`config.mk`:
```
export PLATFORM = sky130hd
export DESIGN_NAME = sbus_top
export DESIGN_NICKNAME = d
export VERILOG_FILES = /design/src/sbus_pkg.sv /design/src/burst_master.sv /design/src/bus_arbiter.sv /design/src/burst_slave_mem.sv /design/src/sbus_top.sv
export VERILOG_INCLUDE_DIRS = /design/src /design/src/src
export SDC_FILE = /design/constraint.sdc
export NUM_CORES = 2
export LEC_CHECK = 0
export BUFFER_PORTS_ARGS = -buffer_cell sky130_fd_sc_hd__buf_2
export CELL_PAD_IN_SITES_DETAIL_PLACEMENT = 1
export CELL_PAD_IN_SITES_GLOBAL_PLACEMENT = 1
export CORE_MARGIN = 1.5
export CORE_UTILIZATION = 44
export DETAILED_ROUTE_END_ITERATION = 7
export PLACE_DENSITY_LB_ADDON = 0.08
export SYNTH_ARGS = -nofsm -noshare
export SYNTH_HDL_FRONTEND = slang
export SYNTH_SLANG_ARGS = --single-unit
```
`constraint.sdc`:
```
create_clock -name clk -period 12.95 [get_ports clk]
set_clock_uncertainty 0.15 [all_clocks]
set_input_delay 1.9425 -clock clk [delete_from_list [all_inputs] [get_ports clk]]
set_output_delay 1.9425 -clock clk [all_outputs]
set_load 0.01 [all_outputs]
```
`src/sbus_cfg.svh`:
```
`ifndef SBUS_CFG_SVH
`define SBUS_CFG_SVH

// data and address widths
`define SBUS_DATA_W 32
`define SBUS_ADDR_W 6

// bus masters sharing the slave
`define SBUS_NUM_MASTERS 3
`define SBUS_MST_W 2 // owner index width

// fixed burst
`define SBUS_BURST_LEN 4
`define SBUS_BEAT_W 2 // log2 of burst length

// memory is 2**SBUS_ADDR_W words, addresses wrap naturally
`define SBUS_MEM_DEPTH 64

// wait states after each address phase
`define SBUS_WAIT_CYCLES 2
`define SBUS_WAIT_W 2

`endif

```
`src/sbus_pkg.sv`:
```
`include "sbus_cfg.svh"

package sbus_pkg;

    // command from outside into one master
    typedef struct packed {
        logic                                          write;
        logic [`SBUS_ADDR_W-1:0]                       addr;
        logic [`SBUS_BURST_LEN-1:0][`SBUS_DATA_W-1:0]  data;
    } sbus_cmd_t;

    // completion back to outside
    typedef struct packed {
        logic                                          write;
        logic [`SBUS_BURST_LEN-1:0][`SBUS_DATA_W-1:0]  data;
    } sbus_rsp_t;

    // master to slave lines, address rides on data in the address cycle
    typedef struct packed {
        logic                    addr_phase;
        logic                    write;
        logic                    beat;
        logic [`SBUS_DATA_W-1:0] data;
    } sbus_bus_t;

    // slave to master lines
    typedef struct packed {
        logic                    wait_st; // slave busy
        logic [`SBUS_DATA_W-1:0] data;
    } sbus_slv_t;

    typedef enum logic [2:0] {
        IDLE, REQ, ADDR, WAIT, WRITE, READ, FINISH, RESP
    } mst_state_t;

    typedef enum logic [1:0] {
        SL_IDLE, SL_WAIT, SL_BEAT
    } slv_state_t;

endpackage

```
`src/burst_master.sv`:
```
`timescale 1ns/10ps
`include "sbus_cfg.svh"

module burst_master (
    input  logic                clk,
    input  logic                rst_n,
    input  logic                cmd_valid,
    input  sbus_pkg::sbus_cmd_t cmd,
    output logic                cmd_ready,
    output logic                rsp_valid,
    output sbus_pkg::sbus_rsp_t rsp,
    input  logic                rsp_ready,
    output logic                req,
    input  logic                ack,
    output sbus_pkg::sbus_bus_t bus_out,
    input  sbus_pkg::sbus_slv_t slv_in
);
    import sbus_pkg::*;

    mst_state_t state;
    mst_state_t next_state;

    sbus_cmd_t cmd_q;
    logic [`SBUS_BURST_LEN-1:0][`SBUS_DATA_W-1:0] rd_buf;
    logic [`SBUS_BEAT_W-1:0] cnt;
    logic last_beat;

    assign last_beat = (cnt == `SBUS_BEAT_W'(`SBUS_BURST_LEN - 1));

    always_ff @(posedge clk or negedge rst_n) begin
        if (!rst_n) begin
            state <= IDLE;
            cnt   <= '0;
        end else begin
            state <= next_state;
            if (state == WRITE || state == READ) begin
                cnt <= cnt + 1'b1; // wraps back to 0 after last beat
            end else begin
                cnt <= '0;
            end
        end
    end

    // command latch and read capture
    always_ff @(posedge clk) begin
        if (cmd_valid && cmd_ready) begin
            cmd_q <= cmd;
        end
        if (state == READ) begin
            rd_buf[cnt] <= slv_in.data;
        end
    end

    always_comb begin
        next_state = state;
        case (state)
            IDLE: begin
                if (cmd_valid) begin
                    next_state = REQ;
                end
            end
            REQ: begin
                if (ack) begin
                    next_state = ADDR;
                end
            end
            ADDR: begin
                next_state = WAIT;
            end
            WAIT: begin
                // leave on first cycle the slave is not busy
                if (!slv_in.wait_st) begin
                    next_state = cmd_q.write ? WRITE : READ;
                end
            end
            WRITE, READ: begin
                if (last_beat) begin
                    next_state = FINISH;
                end
            end
            FINISH: begin
                next_state = RESP;
            end
            RESP: begin
                if (rsp_ready) begin
                    next_state = IDLE;
                end
            end
            default: begin
                next_state = IDLE;
            end
        endcase
    end

    // bus lines, zero outside of own phases
    always_comb begin
        bus_out = '0;
        case (state)
            ADDR: begin
                bus_out.addr_phase = 1'b1;
                bus_out.write      = cmd_q.write;
                bus_out.data       = `SBUS_DATA_W'(cmd_q.addr);
            end
            WRITE: begin
                bus_out.beat  = 1'b1;
                bus_out.write = 1'b1;
                bus_out.data  = cmd_q.data[cnt];
            end
            READ: begin
                bus_out.beat = 1'b1; // sampling slave data
            end
            default: begin
                bus_out = '0;
            end
        endcase
    end

    assign req       = (state inside {REQ, ADDR, WAIT, WRITE, READ});
    assign cmd_ready = (state == IDLE);
    assign rsp_valid = (state == RESP);

    assign rsp.write = cmd_q.write;
    assign rsp.data  = rd_buf;

endmodule

```
`src/bus_arbiter.sv`:
```
`timescale 1ns/10ps
`include "sbus_cfg.svh"

module bus_arbiter (
    input  logic                                         clk,
    input  logic                                         rst_n,
    input  logic [`SBUS_NUM_MASTERS-1:0]                 req,
    output logic [`SBUS_NUM_MASTERS-1:0]                 ack,
    input  sbus_pkg::sbus_bus_t [`SBUS_NUM_MASTERS-1:0]  mst_bus,
    output sbus_pkg::sbus_bus_t                          slv_bus
);

    logic                   busy;  // a tenure is active
    logic [`SBUS_MST_W-1:0] owner; // holds the last owner while idle
    logic [`SBUS_MST_W-1:0] pick;
    logic                   found;

    // round-robin search starting after the last owner
    always_comb begin : rr_pick
        int idx;
        found = 1'b0;
        pick  = owner;
        for (int k = 1; k <= `SBUS_NUM_MASTERS; k++) begin
            idx = (int'(owner) + k) % `SBUS_NUM_MASTERS;
            if (!found && req[idx]) begin
                found = 1'b1;
                pick  = `SBUS_MST_W'(idx);
            end
        end
    end

    always_ff @(posedge clk or negedge rst_n) begin
        if (!rst_n) begin
            busy  <= 1'b0;
            owner <= `SBUS_MST_W'(`SBUS_NUM_MASTERS - 1); // master 0 goes first
        end else if (busy) begin
            if (!req[owner]) begin
                busy <= 1'b0; // owner released the bus
            end
        end else if (found) begin
            busy  <= 1'b1;
            owner <= pick;
        end
    end

    // registered grant, masked once the owner lets go
    always_comb begin
        for (int i = 0; i < `SBUS_NUM_MASTERS; i++) begin
            ack[i] = busy && (owner == `SBUS_MST_W'(i)) && req[i];
        end
    end

    assign slv_bus = busy ? mst_bus[owner] : '0;

endmodule

```
`src/burst_slave_mem.sv`:
```
`timescale 1ns/10ps
`include "sbus_cfg.svh"

module burst_slave_mem (
    input  logic                clk,
    input  logic                rst_n,
    input  sbus_pkg::sbus_bus_t bus_in,
    output sbus_pkg::sbus_slv_t slv_out
);
    import sbus_pkg::*;

    slv_state_t state;

    logic [`SBUS_DATA_W-1:0] mem [`SBUS_MEM_DEPTH];

    logic [`SBUS_ADDR_W-1:0] base;
    logic [`SBUS_ADDR_W-1:0] addr_k;
    logic                    write_q;
    logic [`SBUS_WAIT_W-1:0] wait_cnt;
    logic [`SBUS_BEAT_W-1:0] beat_cnt;
    logic                    last_beat;
    logic                    wr_en;

    assign addr_k    = base + `SBUS_ADDR_W'(beat_cnt); // wraps at depth
    assign last_beat = (beat_cnt == `SBUS_BEAT_W'(`SBUS_BURST_LEN - 1));
    assign wr_en     = (state == SL_BEAT) && write_q && bus_in.beat;

    always_ff @(posedge clk or negedge rst_n) begin
        if (!rst_n) begin
            state    <= SL_IDLE;
            base     <= '0;
            write_q  <= 1'b0;
            wait_cnt <= '0;
            beat_cnt <= '0;
        end else begin
            case (state)
                SL_IDLE: begin
                    if (bus_in.addr_phase) begin
                        base     <= bus_in.data[`SBUS_ADDR_W-1:0];
                        write_q  <= bus_in.write;
                        wait_cnt <= `SBUS_WAIT_W'(`SBUS_WAIT_CYCLES);
                        beat_cnt <= '0;
                        state    <= SL_WAIT;
                    end
                end
                SL_WAIT: begin
                    // wait drops for one cycle before the first beat
                    if (wait_cnt == '0) begin
                        state <= SL_BEAT;
                    end else begin
                        wait_cnt <= wait_cnt - 1'b1;
                    end
                end
                SL_BEAT: begin
                    beat_cnt <= beat_cnt + 1'b1;
                    if (last_beat) begin
                        state <= SL_IDLE;
                    end
                end
                default: begin
                    state <= SL_IDLE;
                end
            endcase
        end
    end

    // memory starts out zeroed
    always_ff @(posedge clk or negedge rst_n) begin
        if (!rst_n) begin
            for (int i = 0; i < `SBUS_MEM_DEPTH; i++) begin
                mem[i] <= '0;
            end
        end else if (wr_en) begin
            mem[addr_k] <= bus_in.data;
        end
    end

    assign slv_out.wait_st = (state == SL_WAIT) && (wait_cnt != '0);
    assign slv_out.data    = (state == SL_BEAT && !write_q) ? mem[addr_k] : '0;

endmodule

```
`src/sbus_top.sv`:
```
`timescale 1ns/10ps
`include "sbus_cfg.svh"

module sbus_top (
    input  logic                                         clk,
    input  logic                                         rst_n,
    input  logic [`SBUS_NUM_MASTERS-1:0]                 cmd_valid,
    input  sbus_pkg::sbus_cmd_t [`SBUS_NUM_MASTERS-1:0]  cmd,
    output logic [`SBUS_NUM_MASTERS-1:0]                 cmd_ready,
    output logic [`SBUS_NUM_MASTERS-1:0]                 rsp_valid,
    output sbus_pkg::sbus_rsp_t [`SBUS_NUM_MASTERS-1:0]  rsp,
    input  logic [`SBUS_NUM_MASTERS-1:0]                 rsp_ready
);
    import sbus_pkg::*;

    logic [`SBUS_NUM_MASTERS-1:0] req;
    logic [`SBUS_NUM_MASTERS-1:0] ack;

    sbus_bus_t [`SBUS_NUM_MASTERS-1:0] mst_bus;
    sbus_bus_t                         slv_bus;
    sbus_slv_t                         slv_resp; // broadcast to all masters

    for (genvar i = 0; i < `SBUS_NUM_MASTERS; i++) begin : g_mst
        burst_master u_master (
            .clk       (clk),
            .rst_n     (rst_n),
            .cmd_valid (cmd_valid[i]),
            .cmd       (cmd[i]),
            .cmd_ready (cmd_ready[i]),
            .rsp_valid (rsp_valid[i]),
            .rsp       (rsp[i]),
            .rsp_ready (rsp_ready[i]),
            .req       (req[i]),
            .ack       (ack[i]),
            .bus_out   (mst_bus[i]),
            .slv_in    (slv_resp)
        );
    end

    bus_arbiter u_arbiter (
        .clk     (clk),
        .rst_n   (rst_n),
        .req     (req),
        .ack     (ack),
        .mst_bus (mst_bus),
        .slv_bus (slv_bus)
    );

    burst_slave_mem u_slave (
        .clk     (clk),
        .rst_n   (rst_n),
        .bus_in  (slv_bus),
        .slv_out (slv_resp)
    );

endmodule

```
# ---- Word level (Yosys, flattened, before mapping)
# Cells that the tools add are included.
# Widths: inputs -> output; s select.
dict set report op_classes {
  n_lt_le_gt_ge 12
  n_eq_ne 48
  mux 90
  addsub 9
  n_reduce_logical 49
  div_mod_pow 3
  n_bitwise 2
}
# op n
set ops {}
lappend ops {{$bwmux 2048} 1}
lappend ops {{$bwmux 128} 3}
lappend ops {{$mux 32} 10}
lappend ops {{$bmux 32 s2} 3}
lappend ops {{$bmux 32 s6} 1}
lappend ops {{$demux 32 s2} 3}
lappend ops {{$demux 32 s6} 1}
lappend ops {{$pmux 32 s2} 3}
lappend ops {{$lt 32x4->1 const B} 3}
lappend ops {{$mod 32x3->32 const B} 3}
lappend ops {{$bmux 35 s2} 1}
lappend ops {{$mux 35} 2}
lappend ops {{$pmux 3 s7} 3}
lappend ops {{$mux 3} 15}
lappend ops {{$eq 3x3->1 const B} 12}
lappend ops {{$mux 2} 12}
lappend ops {{$mux 1} 22}
lappend ops {{$ne 2x2->1 const B} 11}
lappend ops {{$logic_and 1x1->1} 19}
lappend ops {{$eq 3x2->1 const B} 6}
lappend ops {{$ne 2x1->1 const B} 8}
lappend ops {{$reduce_and 5->1} 3}
lappend ops {{$reduce_bool 5->1} 3}
lappend ops {{$eq 2x2->1 const B} 6}
lappend ops {{other kinds (26)} 59}
dict set report totals {
  elab_cells 320
  output_inout_bits 393
  reg_bits 2868
}

# ---- Logic depth before layout (Yosys ltp)
dict set report depth {
  depth_word 14
  mapped_depth 15
}

# ---- Hierarchy
# From an unflattened synthesis, not the netlist that was laid out.
dict set report hier_totals {
  hier_cells 7499
  area_unflattened_um2 123866.3
}
# module instances cells_each area_each_um2 seq_area_each_um2
set by_module_without_submodules {}
lappend by_module_without_submodules {burst_slave_mem 1 6131 94485.6 51574.5}
lappend by_module_without_submodules {{burst_master at g_mst[0].u_master ...} 2 387 9349.0 8022.7}
lappend by_module_without_submodules {{burst_master at g_mst[2].u_master} 1 387 9415.3 8022.7}
lappend by_module_without_submodules {bus_arbiter 1 207 1267.5 76.3}

# ---- Least setup slack after synthesis
# Ideal clock, no wire load.
dict set report synth_path {
  kind {input to register}
  start {input cmd_valid[1]}
  end {register g_mst[1].u_master.cmd_q[0] (netlist bit) (enable)}
  setup_slack_ns 0.896
  path_stages 2
  setup_time_ns 0.795
  arrival_ns 11.109
  path_buffers 0
  path_cell_list {nand2b_1 -> nor3_1}
}
dict set report synth_via {
  elab_chain_cells 1
}
# element line
set synth_lines {}
lappend synth_lines {{start, declared} sbus_top.sv:7} ;# input logic [`SBUS_NUM_MASTERS-1:0] cmd_valid,
lappend synth_lines {{$logic_and 1x1->1} burst_master.sv:46} ;# if (cmd_valid && cmd_ready) begin
lappend synth_lines {{end signal, assigned} burst_master.sv:47} ;# cmd_q <= cmd;
lappend synth_lines {{end, declared} burst_master.sv:23} ;# sbus_cmd_t cmd_q;
# Every way passes these cells.
# A chain may end at the register's enable or synchronous reset.

==> insert_results.sql <==
INSERT INTO impl_metrics (metric_group, metric, value, unit) VALUES
('clock_tree', 'reg_clk_slew_reported_paths', '0.06', 'ns'),
('logic_synthesis', 'asyncSetResetFlopFracSynth', '0.725', ''),
('die', 'fp.dieH', '535', 'µm'),
('die', 'die_w', '535', 'µm'),
('setup_path', 'path_cells', 'ha_4 -> inv_1 -> fa_4 -> buf_12 -> nand2b_2 -> buf_4 -> buf_4 -> o221ai_1 -> o21ai_0 -> o211ai_1 -> a221o_1 -> a2111oi_2 -> buf_4', ''),
('sta', 'post-route-period-util', '0.487', ''),
('setup_path', 'worstSetupStartpointType', 'flop', ''),
('layout', 'post_layout_nonfiller_instances', '12952', ''),
('route', 'drt-vias-per-instance', '6.11', ''),
('logic_synthesis', 'syn_area_per_cell', '15.0', 'µm²'),
('clock_tree', 'clk_root_buffer_cell', 'sky130_fd_sc_hd__clkbuf_16', ''),
('sta', 'final-setup-viol-count', '0', ''),
('sta', 'aggregate_negative_setup_slack', '0', 'ns'),
('layout', 'finish.utilization', '0.505', ''),
('layout', 'layout.nets', '9352', ''),
('run_status', 'result_of_the_run', 'finished, final reports clean', ''),
('logic_synthesis', 'synth.ff_latch_count', '2868', ''),
('setup_path', 'crit_type', 'flop to flop', ''),
('sta', 'worst_slew_pin_slew', '1.25', 'ns'),
('setup_path', 'crit-reg2reg-launch', 'u_slave.beat_cnt[0]$_DFFE_PN0P_', ''),
('clock_tree', 'cts-resized-gates', '0', ''),
('flow_run', 'max_cap_viol_count', '0', ''),
('sta', 'max_slew_violation_count', '0', ''),
('route', 'drtPass1Iterations', '6', ''),
('layout', 'multi_input_comb_area', '0.0452', 'mm²'),
('global_routing', 'grt.met2_usage', '0.524', ''),
('layout', 'area_delta_synth_final', '14.4', '%'),
('logic_synthesis', 'number_of_warnings_issued_by_yosys', '0', ''),
('die', 'dieArea', '0.286', 'mm²'),
('global_routing', 'grt_pass1_wl', '653000', 'µm'),
('power_and_ir_drop', 'vdd_ir_drop_max', '0.211', 'mV'),
('logic_synthesis', 'synthFlopType', 'sky130_fd_sc_hd__dfrtp_1', ''),
('route', 'routed_wirelength', '459000', 'µm'),
('sta', 'hold_viol_final', '0', ''),
('clock_tree', 'postCtsSetupRepairBufs', '0', ''),
('die', 'floorplan.initialDensity', '0.442', ''),
('setup_path', 'worst_r2r_end', 'g_mst[2].u_master.rsp[84]$_DFFE_PP_', ''),
('clock_tree', 'cts_tree', 'done', ''),
('layout', 'fillCellCount', '27307', ''),
('logic_synthesis', 'number_of_synthesized_flops_with_an_enable_pin', '789', ''),
('clock_tree', 'ctsHtreeMaxLevel', '5', ''),
('placed_design', 'placedCellCount', '12340', ''),
('route', 'routed-via-count', '79153', ''),
('setup_path', 'timing.critical_path.slowest_stage_cell', 'sky130_fd_sc_hd__a2111oi_2', ''),
('die', 'placeableCoreArea', '0.282', 'mm²'),
('layout', 'layout-drive-gt1-share', '0.447', ''),
('placed_design', 'port-buffer-count', '805', ''),
('sta', 'fin_crit', '6.31', 'ns'),
('layout', 'most_common_library_cell_in_the_layout_ignoring_fill_and_taps', 'sky130_fd_sc_hd__dfrtp_1', ''),
('power_and_ir_drop', 'static-leakage-power', '63.4', 'nW'),
('global_routing', 'global_routing_usage_on_met3', '0.0513', ''),
('global_routing', 'grt_max_degree', '161', ''),
('clock_tree', 'cts_inserted_buffers', '318', ''),
('die', 'ioPinCount', '806', ''),
('logic_synthesis', 'synthesis.area', '0.125', 'mm²'),
('global_routing', 'global_route.usage.met1', '0.421', ''),
('sta', 'slew_headroom', '0.162', ''),
('worst_hold_path', 'hold_path.class', 'flop to flop', ''),
('route', 'detail_route.iter0.violations', '6230', ''),
('clock_tree', 'post_cts_hold_buffer_count', '0', ''),
('clock_tree', 'clock_sinks', '2868', ''),
('sta', 'grt_setup_unrepaired', 'no', ''),
('route', 'drcViolationCount', '0', ''),
('sta', 'fin_hold_ws', '0.332', 'ns'),
('global_routing', 'grt-busiest-layer', 'met2', ''),
('worst_hold_path', 'worst_hold_startpoint', 'u_slave.mem[315]$_DFFE_PN0P_', ''),
('logic_synthesis', 'synth_top_cells_by_area', 'sky130_fd_sc_hd__dfrtp_1 (42%), sky130_fd_sc_hd__edfxtp_1 (19%), sky130_fd_sc_hd__mux2_2 (18%)', ''),
('die', 'cell_row_count', '195', ''),
('logic_synthesis', 'netlist-cell-type-count', '84', ''),
('placed_design', 'gp_congestion', '0.840', ''),
('route', 'antenna_violating_nets_post_route', '0', '');
==> cells by family after synthesis <==
group | after synthesis | share of synthesized area
flip-flops | 2868 | 0.608
multiplexers | 2565 | 0.259
AND/OR/NAND/NOR | 1201 | 0.0494
AO/OA/AOI/OAI | 835 | 0.0477
buffers and inverters | 812 | 0.0336
XOR/XNOR | 4 | 0.000341
adder cells (fa/ha/maj) | 22 | 0.00227
==> worst max-delay path, delay by kind of cell (launching register included) <==
kind,cells,cell delay (ns)
flip-flops,1,0.44
adder cells (fa/ha/maj),2,1.20
AND/OR/NAND/NOR,1,0.66
buffers and inverters,5,1.65
AO/OA/AOI/OAI,5,1.88
==> flip-flops by register name, indices dropped and copies added (netlist names), 6 cells and up <==
| register | flops |
|---|---|
| g_mst.u_master.state | 9 |
| g_mst.u_master.cnt | 6 |
| g_mst.u_master.cmd_q | 402 |
| u_slave.mem | 2048 |
| g_mst.u_master.rsp | 387 |
| u_slave.base | 6 |
==> per-stage QoR <==
stage	area, µm²	worst slack (ns)
after detailed placement	132000	6.62
after global routing	142000	6.60
after floorplan	125000	0.896
after global placement	132000	6.28
after CTS	142000	6.61
final	142000	6.64
==> cells in the mapped netlist (19+ instances only) <==
master                     count
sky130_fd_sc_hd__a211oi_1     44
sky130_fd_sc_hd__a21oi_1     104
sky130_fd_sc_hd__a221oi_1     58
sky130_fd_sc_hd__a22oi_1      29
sky130_fd_sc_hd__a311oi_1     21
sky130_fd_sc_hd__a31oi_1      55
sky130_fd_sc_hd__a32oi_1      29
sky130_fd_sc_hd__and3_1       51
sky130_fd_sc_hd__buf_1        46
sky130_fd_sc_hd__buf_2       169
sky130_fd_sc_hd__buf_4       198
sky130_fd_sc_hd__buf_6        24
sky130_fd_sc_hd__clkbuf_1    343
sky130_fd_sc_hd__dfrtp_1    2078
sky130_fd_sc_hd__edfxtp_1    789
sky130_fd_sc_hd__ha_1         21
sky130_fd_sc_hd__inv_1        28
sky130_fd_sc_hd__mux2_1       65
sky130_fd_sc_hd__mux2_2     2041
sky130_fd_sc_hd__mux2i_1     141
sky130_fd_sc_hd__mux4_2      318
sky130_fd_sc_hd__nand2_1     446
sky130_fd_sc_hd__nand3_1     104
sky130_fd_sc_hd__nor2_1      158
sky130_fd_sc_hd__nor2_4       56
sky130_fd_sc_hd__nor3_1      217
sky130_fd_sc_hd__o21ai_0     141
sky130_fd_sc_hd__o221ai_1     75
sky130_fd_sc_hd__o22ai_1      92
sky130_fd_sc_hd__o311ai_0     20
sky130_fd_sc_hd__o31ai_1      19
sky130_fd_sc_hd__or3_1        54
==> power by group <==
group	switching [mW]	total, mW	internal [mW]
combinational	8.04	10.9	2.88
clock	3.84	9.16	5.32
sequential	0.214	10.1	9.89
total	12.1	30.2	18.1
==> cell type report <==
class                      count  share of cell area
sequential                  2868               0.531
multi-input combinational   4627               0.317
clock buffer                 470              0.0651
timing repair buffer        1070              0.0438
tap                         3743              0.0329
clock inverter               110             0.00825
inverter                      32            0.000948
antenna                       32            0.000562
==> metal layers <==
layer,part of all wire,routed length (µm),vias up
li1,-,-,32231
met1,0.41,189000,43258
met2,0.48,222000,2724
met3,0.056,25900,876
met4,0.049,22400,64
met5,0.00090,414,-
==> worst max-delay path by stage <==
stage,from,end,cells past startpoint
finish,u_slave.beat_cnt[0]$_DFFE_PN0P_,g_mst[2].u_master.rsp[84]$_DFFE_PP_,13
detailed placement,u_slave.beat_cnt[0]$_DFFE_PN0P_,g_mst[2].u_master.rsp[28]$_DFFE_PP_,11
floorplan,cmd_valid[1],g_mst[1].u_master.cmd_q[0]$_DFFE_PP_,2
CTS,u_slave.beat_cnt[0]$_DFFE_PN0P_,g_mst[1].u_master.rsp[60]$_DFFE_PP_,11
global placement,u_slave.beat_cnt[0]$_DFFE_PN0P_,g_mst[0].u_master.rsp[94]$_DFFE_PP_,11
global route,u_slave.beat_cnt[0]$_DFFE_PN0P_,g_mst[2].u_master.rsp[84]$_DFFE_PP_,11
(Power assumes the default switching activity.)
